### config.mk
export PLATFORM = sky130hd
export DESIGN_NAME = clint_top
export DESIGN_NICKNAME = d
export VERILOG_FILES = /design/src/rtl/clint_pkg.sv /design/src/rtl/clint_mtime.sv /design/src/rtl/clint_hart_timer.sv /design/src/rtl/clint_axi_slave.sv /design/src/rtl/clint_top.sv
export SDC_FILE = /design/constraint.sdc
export NUM_CORES = 1
export LEC_CHECK = 0
export BUFFER_PORTS_ARGS = -buffer_cell sky130_fd_sc_hd__buf_4
export CORE_ASPECT_RATIO = 0.9
export CORE_MARGIN = 2
export CORE_UTILIZATION = 35
export DETAILED_ROUTE_END_ITERATION = 12
export PLACE_DENSITY = 0.6
export SLEW_MARGIN = 20
export SYNTH_ARGS = -nofsm -noshare
export SYNTH_HDL_FRONTEND = slang
export SYNTH_SLANG_ARGS = --single-unit
### constraint.sdc
create_clock -name clk -period 8.95 [get_ports clk]
set_input_delay 0.4475 -clock clk [delete_from_list [all_inputs] [get_ports clk]]
set_output_delay 0.4475 -clock clk [all_outputs]
set_load 0.01 [all_outputs]
### src/rtl/clint_pkg.sv
package clint_pkg;

    // hart count and index width
    localparam int NUM_HARTS = 2;
    localparam int HART_W    = 1;

    // only the low ADDR_W address bits are decoded
    localparam int ADDR_W = 16;
    localparam int DATA_W = 64;
    localparam int STRB_W = 8;

    // register map
    localparam logic [ADDR_W-1:0] MSIP_BASE     = 16'h0000;
    localparam logic [ADDR_W-1:0] MTIMECMP_BASE = 16'h4000;
    localparam logic [ADDR_W-1:0] MTIME_ADDR    = 16'hBFF8;

    localparam logic [1:0] RESP_OKAY   = 2'b00;
    localparam logic [1:0] RESP_SLVERR = 2'b10;

    typedef enum logic [1:0] {
        SEL_NONE,
        SEL_MSIP,
        SEL_MTIMECMP,
        SEL_MTIME
    } reg_sel_e;

    // master side of the AXI-lite port
    typedef struct packed {
        logic              aw_valid;
        logic [63:0]       aw_addr;
        logic              w_valid;
        logic [DATA_W-1:0] w_data;
        logic [STRB_W-1:0] w_strb;
        logic              b_ready;
        logic              ar_valid;
        logic [63:0]       ar_addr;
        logic              r_ready;
    } axi_req_t;

    // slave side of the AXI-lite port
    typedef struct packed {
        logic              aw_ready;
        logic              w_ready;
        logic              b_valid;
        logic [1:0]        b_resp;
        logic              ar_ready;
        logic              r_valid;
        logic [DATA_W-1:0] r_data;
        logic [1:0]        r_resp;
    } axi_rsp_t;

    // decoded single-cycle register write
    typedef struct packed {
        logic              valid;
        reg_sel_e          sel;
        logic [HART_W-1:0] hart;
        logic [DATA_W-1:0] wdata;
        logic [STRB_W-1:0] wstrb;
    } reg_wr_t;

    typedef struct packed {
        logic [63:0] mtimecmp;
        logic        msip;
    } hart_rd_t;

    // strobed bytes take the new data, the others keep the old value
    function automatic logic [DATA_W-1:0] byte_merge(
        input logic [DATA_W-1:0] old_val,
        input logic [DATA_W-1:0] wdata,
        input logic [STRB_W-1:0] strb
    );
        logic [DATA_W-1:0] res;
        res = old_val;
        for (int i = 0; i < STRB_W; i++)
        begin
            if (strb[i])
            begin
                res[i*8 +: 8] = wdata[i*8 +: 8];
            end
        end
        return res;
    endfunction

endpackage

### src/rtl/clint_mtime.sv
`timescale 1ns/1ps

module clint_mtime (
    input  logic               clk,
    input  logic               rst_n,
    input  clint_pkg::reg_wr_t reg_wr,
    output logic [63:0]        mtime
);

    logic [63:0] mtime_q;
    logic        wr_hit;

    assign wr_hit = reg_wr.valid && (reg_wr.sel == clint_pkg::SEL_MTIME);

    // a write replaces the increment for that cycle
    always_ff @(posedge clk or negedge rst_n)
    begin
        if (!rst_n)
        begin
            mtime_q <= '0;
        end
        else if (wr_hit)
        begin
            mtime_q <= clint_pkg::byte_merge(mtime_q, reg_wr.wdata, reg_wr.wstrb);
        end
        else
        begin
            mtime_q <= mtime_q + 64'd1;
        end
    end

    assign mtime = mtime_q;

endmodule

### src/rtl/clint_hart_timer.sv
`timescale 1ns/1ps

module clint_hart_timer #(
    parameter int HART_ID = 0
) (
    input  logic                clk,
    input  logic                rst_n,
    input  clint_pkg::reg_wr_t  reg_wr,
    input  logic [63:0]         mtime,
    output clint_pkg::hart_rd_t hart_rd,
    output logic                mtip,
    output logic                msip
);

    logic [63:0] mtimecmp_q;
    logic        msip_q;
    logic        mtip_q;
    logic        hart_hit;

    assign hart_hit = reg_wr.valid && (reg_wr.hart == HART_ID[clint_pkg::HART_W-1:0]);

    // all-ones compare value keeps the timer quiet after reset
    always_ff @(posedge clk or negedge rst_n)
    begin
        if (!rst_n)
        begin
            mtimecmp_q <= '1;
            msip_q     <= 1'b0;
            mtip_q     <= 1'b0;
        end
        else
        begin
            if (hart_hit && reg_wr.sel == clint_pkg::SEL_MTIMECMP)
            begin
                mtimecmp_q <= clint_pkg::byte_merge(mtimecmp_q, reg_wr.wdata,
                                                    reg_wr.wstrb);
            end
            // only bit 0 of msip is implemented
            if (hart_hit && reg_wr.sel == clint_pkg::SEL_MSIP && reg_wr.wstrb[0])
            begin
                msip_q <= reg_wr.wdata[0];
            end
            // level interrupt lags the compare by one cycle
            mtip_q <= (mtime >= mtimecmp_q);
        end
    end

    always_comb
    begin
        hart_rd.mtimecmp = mtimecmp_q;
        hart_rd.msip     = msip_q;
    end

    assign mtip = mtip_q;
    assign msip = msip_q;

endmodule

### src/rtl/clint_axi_slave.sv
`timescale 1ns/1ps

module clint_axi_slave (
    input  logic                                        clk,
    input  logic                                        rst_n,
    input  clint_pkg::axi_req_t                         bus_req,
    output clint_pkg::axi_rsp_t                         bus_rsp,
    output clint_pkg::reg_wr_t                          reg_wr,
    input  logic [63:0]                                 mtime,
    input  clint_pkg::hart_rd_t [clint_pkg::NUM_HARTS-1:0] hart_rd
);

    // write channel state
    logic                              wr_rdy_q;
    logic                              wr_vld_q;
    logic                              b_valid_q;
    logic [1:0]                        b_resp_q;

    // read channel state
    logic                              rd_rdy_q;
    logic                              rd_pend_q;
    logic                              r_valid_q;
    logic [1:0]                        r_resp_q;
    logic [clint_pkg::DATA_W-1:0]      r_data_q;

    clint_pkg::reg_sel_e               aw_sel;
    clint_pkg::reg_sel_e               ar_sel;
    logic [clint_pkg::HART_W-1:0]      aw_hart;
    logic [clint_pkg::HART_W-1:0]      ar_hart;
    logic                              wr_idle;
    logic                              wr_fire;
    logic                              rd_idle;
    logic                              rd_fire;
    logic [clint_pkg::DATA_W-1:0]      rd_mux;

    // msip and mtimecmp each have one 8-byte slot per hart
    function automatic clint_pkg::reg_sel_e decode_sel(
        input logic [clint_pkg::ADDR_W-1:0] addr
    );
        logic [clint_pkg::ADDR_W-1:0] msip_off;
        logic [clint_pkg::ADDR_W-1:0] cmp_off;
        msip_off   = addr - clint_pkg::MSIP_BASE;
        cmp_off    = addr - clint_pkg::MTIMECMP_BASE;
        decode_sel = clint_pkg::SEL_NONE;
        if (addr == clint_pkg::MTIME_ADDR)
        begin
            decode_sel = clint_pkg::SEL_MTIME;
        end
        else if (addr[2:0] == 3'b000 &&
                 32'(msip_off[clint_pkg::ADDR_W-1:3]) < clint_pkg::NUM_HARTS)
        begin
            decode_sel = clint_pkg::SEL_MSIP;
        end
        else if (addr[2:0] == 3'b000 &&
                 32'(cmp_off[clint_pkg::ADDR_W-1:3]) < clint_pkg::NUM_HARTS)
        begin
            decode_sel = clint_pkg::SEL_MTIMECMP;
        end
    endfunction

    assign aw_sel  = decode_sel(bus_req.aw_addr[clint_pkg::ADDR_W-1:0]);
    assign ar_sel  = decode_sel(bus_req.ar_addr[clint_pkg::ADDR_W-1:0]);
    // both bases are 8-byte aligned so the hart index sits at bit 3
    assign aw_hart = bus_req.aw_addr[3 +: clint_pkg::HART_W];
    assign ar_hart = bus_req.ar_addr[3 +: clint_pkg::HART_W];

    // one write in flight from the ready pulse until b is taken
    assign wr_idle = !wr_rdy_q && !wr_vld_q && !b_valid_q;
    assign wr_fire = wr_rdy_q && bus_req.aw_valid && bus_req.w_valid;

    always_ff @(posedge clk or negedge rst_n)
    begin
        if (!rst_n)
        begin
            wr_rdy_q  <= 1'b0;
            wr_vld_q  <= 1'b0;
            b_valid_q <= 1'b0;
        end
        else
        begin
            wr_rdy_q <= wr_idle && bus_req.aw_valid && bus_req.w_valid;
            wr_vld_q <= wr_fire;
            if (wr_vld_q)
            begin
                b_valid_q <= 1'b1;
            end
            else if (b_valid_q && bus_req.b_ready)
            begin
                b_valid_q <= 1'b0;
            end
        end
    end

    always_ff @(posedge clk)
    begin
        if (wr_fire)
        begin
            b_resp_q <= (aw_sel == clint_pkg::SEL_NONE) ? clint_pkg::RESP_SLVERR
                                                         : clint_pkg::RESP_OKAY;
        end
    end

    // read side mirrors the write side
    assign rd_idle = !rd_rdy_q && !rd_pend_q && !r_valid_q;
    assign rd_fire = rd_rdy_q && bus_req.ar_valid;

    always_comb
    begin
        case (ar_sel)
            clint_pkg::SEL_MTIME:    rd_mux = mtime;
            clint_pkg::SEL_MTIMECMP: rd_mux = hart_rd[ar_hart].mtimecmp;
            clint_pkg::SEL_MSIP:     rd_mux = {63'b0, hart_rd[ar_hart].msip};
            default:                 rd_mux = '0;
        endcase
    end

    always_ff @(posedge clk or negedge rst_n)
    begin
        if (!rst_n)
        begin
            rd_rdy_q  <= 1'b0;
            rd_pend_q <= 1'b0;
            r_valid_q <= 1'b0;
        end
        else
        begin
            rd_rdy_q  <= rd_idle && bus_req.ar_valid;
            rd_pend_q <= rd_fire;
            if (rd_pend_q)
            begin
                r_valid_q <= 1'b1;
            end
            else if (r_valid_q && bus_req.r_ready)
            begin
                r_valid_q <= 1'b0;
            end
        end
    end

    // data is sampled at the address handshake and held until taken
    always_ff @(posedge clk)
    begin
        if (rd_fire)
        begin
            r_data_q <= rd_mux;
            r_resp_q <= (ar_sel == clint_pkg::SEL_NONE) ? clint_pkg::RESP_SLVERR
                                                         : clint_pkg::RESP_OKAY;
        end
    end

    // registers take the write on the handshake edge itself
    always_comb
    begin
        reg_wr.valid = wr_fire;
        reg_wr.sel   = aw_sel;
        reg_wr.hart  = aw_hart;
        reg_wr.wdata = bus_req.w_data;
        reg_wr.wstrb = bus_req.w_strb;
    end

    always_comb
    begin
        bus_rsp.aw_ready = wr_rdy_q;
        bus_rsp.w_ready  = wr_rdy_q;
        bus_rsp.b_valid  = b_valid_q;
        bus_rsp.b_resp   = b_resp_q;
        bus_rsp.ar_ready = rd_rdy_q;
        bus_rsp.r_valid  = r_valid_q;
        bus_rsp.r_data   = r_data_q;
        bus_rsp.r_resp   = r_resp_q;
    end

endmodule

### src/rtl/clint_top.sv
`timescale 1ns/1ps

module clint_top (
    input  logic                           clk,
    input  logic                           rst_n,
    input  clint_pkg::axi_req_t            bus_req,
    output clint_pkg::axi_rsp_t            bus_rsp,
    output logic [clint_pkg::NUM_HARTS-1:0] mtip,
    output logic [clint_pkg::NUM_HARTS-1:0] msip
);

    clint_pkg::reg_wr_t                             reg_wr;
    logic [63:0]                                    mtime;
    clint_pkg::hart_rd_t [clint_pkg::NUM_HARTS-1:0] hart_rd;

    // bus decode and response generation
    clint_axi_slave u_slave (
        .clk     (clk),
        .rst_n   (rst_n),
        .bus_req (bus_req),
        .bus_rsp (bus_rsp),
        .reg_wr  (reg_wr),
        .mtime   (mtime),
        .hart_rd (hart_rd)
    );

    // shared real-time counter
    clint_mtime u_mtime (
        .clk    (clk),
        .rst_n  (rst_n),
        .reg_wr (reg_wr),
        .mtime  (mtime)
    );

    // one compare and msip block per hart
    for (genvar h = 0; h < clint_pkg::NUM_HARTS; h++)
    begin : g_hart
        clint_hart_timer #(
            .HART_ID (h)
        ) u_hart_timer (
            .clk     (clk),
            .rst_n   (rst_n),
            .reg_wr  (reg_wr),
            .mtime   (mtime),
            .hart_rd (hart_rd[h]),
            .mtip    (mtip[h]),
            .msip    (msip[h])
        );
    end

endmodule

Yosys cells after proc, flatten, opt, wreduce, memory -nomap -nowiden
Index checks and enable logic that the tools add are counted.
{"block": "totals", "regBits": 270}
{"block": "classes", "n_addsub": 3, "order_cmp": 7, "n_eq_ne": 16, "n_mux": 24, "n_bitwise": 1, "reduce_logical": 53}
{"op": "64-bit one-hot mux with 3 select lines", "n": 1}
{"op": "65-bit two-way mux", "n": 2}
{"op": "64-bit greater-or-equal comparator", "n": 2}
{"op": "64-bit by 1-bit adder with 64-bit output, second input constant", "n": 1}
{"op": "64-bit two-way mux", "n": 1}
{"op": "8-bit two-way mux", "n": 8}
{"op": "13-bit by 2-bit < comparator with 1-bit output, second input constant", "n": 4}
{"op": "16-bit == test, second input constant", "n": 2}
{"op": "2-bit AND reduction", "n": 16}
{"op": "16-bit by 15-bit subtractor with 16-bit output, second input constant", "n": 2}
{"op": "1-bit logical AND", "n": 25}
{"op": "2-bit two-way mux", "n": 8}
{"op": "2-bit inequality test, second input constant", "n": 8}
{"op": "2-bit == test, second input constant", "n": 4}
{"op": "1-bit logical NOT", "n": 6}
{"op": "3-bit logical NOT", "n": 2}
{"op": "2-bit by 1-bit == test with 1-bit output, second input constant", "n": 2}
{"op": "2-bit logical NOT", "n": 2}
{"op": "1-bit two-way mux", "n": 4}
{"op": "2-bit nonzero test", "n": 2}
{"op": "1-bit by 2-bit < comparator with 1-bit output, second input constant", "n": 1}
{"op": "1-bit inverter", "n": 1}

Depth between registers and ports, before layout
{"block": "logic_depth", "depth_word": 9, "ltp_mapped": 10, "mapped_depth_nobuf": 9}

Modules after synthesis
From an unflattened synthesis, not the netlist that was laid out.
{"block": "unflattened", "cells_unflattened": 1578, "hier_area_um2": 17018.8}
{"mod": "clint_axi_slave", "n_inst": 1, "cells_per_inst": 345, "area_per_inst_um2": 4515.6}
{"mod": "clint_mtime", "n_inst": 1, "cells_per_inst": 499, "area_per_inst_um2": 4256.6}
{"mod": "clint_hart_timer (g_hart[0].u_hart_timer)", "n_inst": 1, "cells_per_inst": 367, "area_per_inst_um2": 4127.7}
{"mod": "clint_hart_timer (g_hart[1].u_hart_timer)", "n_inst": 1, "cells_per_inst": 367, "area_per_inst_um2": 4119.0}

Least setup slack after synthesis
OpenSTA, ideal clock, no wires.
{"block": "synth_path", "path_kind": "register -> register", "startpoint": "register u_mtime.mtime_q[1], in the netlist u_mtime.mtime[1]", "endpoint": "register u_mtime.mtime_q[50], in the netlist u_mtime.mtime[50]", "setup_ps": 71, "arrival_time_ps": 2875, "required_time_ps": 8879, "path_slack_ps": 6004, "path_stages_with_launch": 8, "path_buffers": 0, "synth_period_minus_slack_ps": 2946, "cell_sequence": "dfrtp_1 -> ha_1 -> nand3_2 -> or4_1 -> or4_4 -> or4_4 -> or4_1 -> nand4_1"}
{"block": "synth_between", "elab_chain_len": 2}
{"item": "start: declaration", "line": "clint_mtime.sv:10", "source": "logic [63:0] mtime_q;"}
{"item": "start signal: assignment", "line": "clint_mtime.sv:24", "source": "mtime_q <= clint_pkg::byte_merge(mtime_q, reg_wr.wdata, reg_wr.wstrb);"}
{"item": "start signal: assignment", "line": "clint_mtime.sv:28", "source": "mtime_q <= mtime_q + 64'd1;"}
{"item": "64-bit by 1-bit adder with 64-bit output", "line": "clint_mtime.sv:28"}
{"item": "64-bit two-way mux", "line": "clint_mtime.sv:22", "source": "else if (wr_hit)"}
Every way passes these cells.
A chain may end at the register's enable or synchronous reset.

Worst setup path after layout
{"block": "layout_path", "startpoint": "register u_mtime.mtime_q[0], in the netlist u_mtime.mtime[0]", "endpoint": "register u_mtime.mtime_q[61], in the netlist u_mtime.mtime[61]"}
Same word-level chain as after synthesis.

==> results.md <==
- Wire length of the first global-routing pass: 70,800 um
- Initial antenna violation count: 4
- Multi-input gate area: between 0.007 and 0.008 sq mm
- CP required: 9420 ps
- CTS clk-pin slew, worst paths: 60 ps
- Power per cell area: 144 mW/mm^2
- Switch share: 0.230
- Die Height: 206 um
- EDFF count, synth: 66
- Sequential power share: 0.472
- Total GRT Usage: 0.189
- Post-synth top area share: 0.212
- Final Skew: just over 9 ps
- Slew headroom: 0.355
- HPWL Detailed: 32,100 um
- Vias in the first global route: 12,700
- Fraction of layout cells with a size suffix above 1: 0.291
- # setup viols final: 0
- Outcome: completed
- WP data arrival: 4190 ps
- Startpoint Class: flop
- Maximum clock rate: 269 MHz
- PortBufs: 185
- CP max FO: 7
- CTS Root Cell: clkbuf_16
- Cell-internal power: 2.10 mW
- Die Area: 0.0471 sq mm
- Clock net sink count: 268
- Final Hold Viols: 0
- Max-cap violations: 0
- Via density: roughly 5.3
- Least-Margin Pin Slew: 960 ps
- Setup TNS: 0 ps
- Hold slack: 104 ps
- Layout fillers: roughly 4,400
- Cells after Synth: 1,570
- Seq cells post-synth: 268
- CTS H-Tree Depth: 1
- Clock network power share: 0.470
- Worst IR Drop VDD: 0.137 mV
- Reg2Reg Setup Slack: 5230 ps
- Hold path start: bus_req[133]
- Slowest stage delay, CP: 960 ps
- Hold crit path type: in -> reg
- CTS tree: built
- Hold worst-path end: u_mtime.mtime[58]
- Worst path slowest cell: nor4_2
- Min-Delay Path Depth: 2
- Wire per inst: 18.9 um
- GRT Residual Overflow: 0
- Core area: 0.0451 sq mm
- Synth Flop Type: dfstp_2
- Gate power share: 0.058
- RSZ-0062 raised after global routing: false
- Most frequent CP cell: nand4_1
- Largest delay share family, worst path: simple AND/OR/NAND/NOR gates
- Net count, final: 2,081
- R2r startpoint: u_mtime.mtime[0]
- Fin crit share: 0.416
- Synth warn: 0
- Synth area leaders: dfstp_2 (21%), edfxtp_1 (12%), dfrtp_1 (12%)
- DRC Markers: 0
- Largest net degree at the start of global routing: 71
- Async SR Flop Fraction: 0.754
- Sequential-to-total area share from yosys stat: 0.453
- Post-Syn Area per Cell: 10.1 sq um
- Crit path kind: reg -> reg
- FF-to-FF End: u_mtime.mtime[61]
- Cell with the most instances after synthesis: nand2_1
- Most frequent cells after synthesis: nand2_1 (157), inv_1 (140), ha_1 (129), mux2_2 (129), dfstp_2 (128)
- Via count: 12,600
- Synth area leader: dfstp_2
- Clock Latency Late Sink: 580 ps
- Row cnt: 74
- CP Launch Point: u_mtime.mtime[0]
- Routed Antenna Nets: 0
- Post-synth cell types: around 60
- DRT Wirelength: 44,900 um
- P_sw: 0.628 mW
- Starting DRT DRC Count: 866
- Post-placement worst setup slack: 5350 ps
- CTS max path bufs: 3
- Cell Area, Synth: 0.0159 sq mm
- Drt pass-1 iters: 5
- FF/Latch Area: 0.00720 sq mm
- Syn-to-layout area delta: 19.2%
- Critical Path End Type: flop
- Final number of max-transition violations: 0
- Period minus WS final: 3720 ps
- Register-to-Register Path Depth: 7
- Worst Setup Slack, final: 5230 ps
- # IOs: 284
- Leak: 7.50 nW
- Routability cong.: 0.872
- CP cell instances: and3_1, nand4_1, nor4_2, nand4_1, nor4_1, mux2i_1, a31o_2
- WP buf/inv: 0
- Starting Density: 0.352
- Width of the die: 228 um
- Total CTS buffers: 31
==> state kept, by name, summed over array words and instances (netlist names), 2 cells and up <==
name                            cells
g_hart.u_hart_timer.mtip            2
g_hart.u_hart_timer.mtimecmp_q    128
u_mtime.mtime                      64
g_hart.u_hart_timer.msip            2
u_slave.r_data_q                   64
==> per-layer routing <==
layer	up-vias	GRT usage	wire, um
li1	6053	-	-
met1	6196	0.257	20800
met2	288	0.317	20900
met3	64	0.0298	2130
met4	4	0.0474	1050
met5	-	0	27
==> worst max-delay path by stage <==
stage | endpoint | slack (ps) | cells after the start
floorplan | u_mtime.mtime[50] | 6000 | 7
global placement | u_mtime.mtime[61] | 5380 | 7
detailed placement | u_mtime.mtime[58] | 5350 | 8
CTS | u_mtime.mtime[61] | 5330 | 7
global route | u_mtime.mtime[61] | 5080 | 7
finish | u_mtime.mtime[61] | 5230 | 7
==> worst reg2reg max path, stage by stage (launching register included) <==
cell	delay [ps]
dfrtp_1	470
and3_1	280
nand4_1	380
nor4_2	960
nand4_1	600
nor4_1	560
mux2i_1	140
a31o_2	220
==> logic make-up (layout without fill, tap and decap cells) <==
| family | after synthesis | in the layout | synth area share |
|---|---|---|---|
| flops | 268 | 268 | 0.453 |
| compound gates | 298 | 298 | 0.114 |
| other cells | 1 | 3 | 0.000236 |
| mux | 203 | 203 | 0.138 |
| simple gates | 475 | 475 | 0.143 |
| xor+xnor | 1 | 1 | 0.000552 |
| fa+ha+maj | 129 | 129 | 0.102 |
| buf+inv | 195 | 393 | 0.0487 |
==> final cells by class <==
cell class,instances,share of cell area
Multi-Input combinational cell,1108,0.419
Antenna cell,1,0.000132
Inverter,140,0.0278
Sequential cell,268,0.381
Timing Repair Buffer,196,0.0793
Clock buffer,39,0.0431
Clock inverter,18,0.0101
Tap cell,608,0.0402
==> cells in the final DEF, fill, tap and decap left out, types with 5 or more instances in the layout <==
| cell type | n |
|---|---|
| and4_1 | 11 |
| nand2_1 | 156 |
| inv_1 | 140 |
| nor2_1 | 112 |
| mux2_2 | 129 |
| dfrtp_1 | 74 |
| nor3_1 | 33 |
| o21a_1 | 7 |
| a21oi_1 | 80 |
| edfxtp_1 | 66 |
| clkbuf_1 | 7 |
| clkinv_2 | 8 |
| and2_1 | 7 |
| buf_4 | 193 |
| ha_1 | 129 |
| nor2b_1 | 5 |
| a211o_1 | 17 |
| nand3_1 | 44 |
| or3_1 | 12 |
| a21o_1 | 17 |
| clkbuf_16 | 31 |
| dfstp_2 | 128 |
| o21ai_0 | 110 |
| mux2i_1 | 74 |
| o22ai_1 | 8 |
| and3_1 | 9 |
| a211oi_1 | 16 |
| o211ai_1 | 6 |
| nor4_1 | 13 |
| nand4_1 | 49 |
==> per-stage QoR <==
step	utilization	total power, mW	instance area, sq um	instances
final	0.419	2.73	18900	2378
after global routing	0.419	2.82	18900	2378
after CTS	0.419	2.76	18900	2376
after detailed placement	0.396	1.47	17900	2318
after global placement	0.396	1.47	17900	2318
after floorplan	-	1.36	15900	1571
==> power by group through the flow <==
stage / registers (mW) / clock network, mW / logic (mW)
3_3_place_gp: 1.31 / 0 / 0.157
4_1_cts: 1.29 / 1.31 / 0.160
3_5_place_dp: 1.31 / 0 / 0.160
6_report: 1.29 / 1.28 / 0.159
2_1_floorplan: 1.32 / 0 / 0.0406
5_1_grt: 1.29 / 1.36 / 0.174
==> repair_timing <==
action | CTS | global route
gates resized for setup | 0 | 0
endpoints found under the hold margin | 9 | 0
hold buffers | 1 | 0
buffers inserted | 0 | 0
Power figures use the tool's default switching activity.
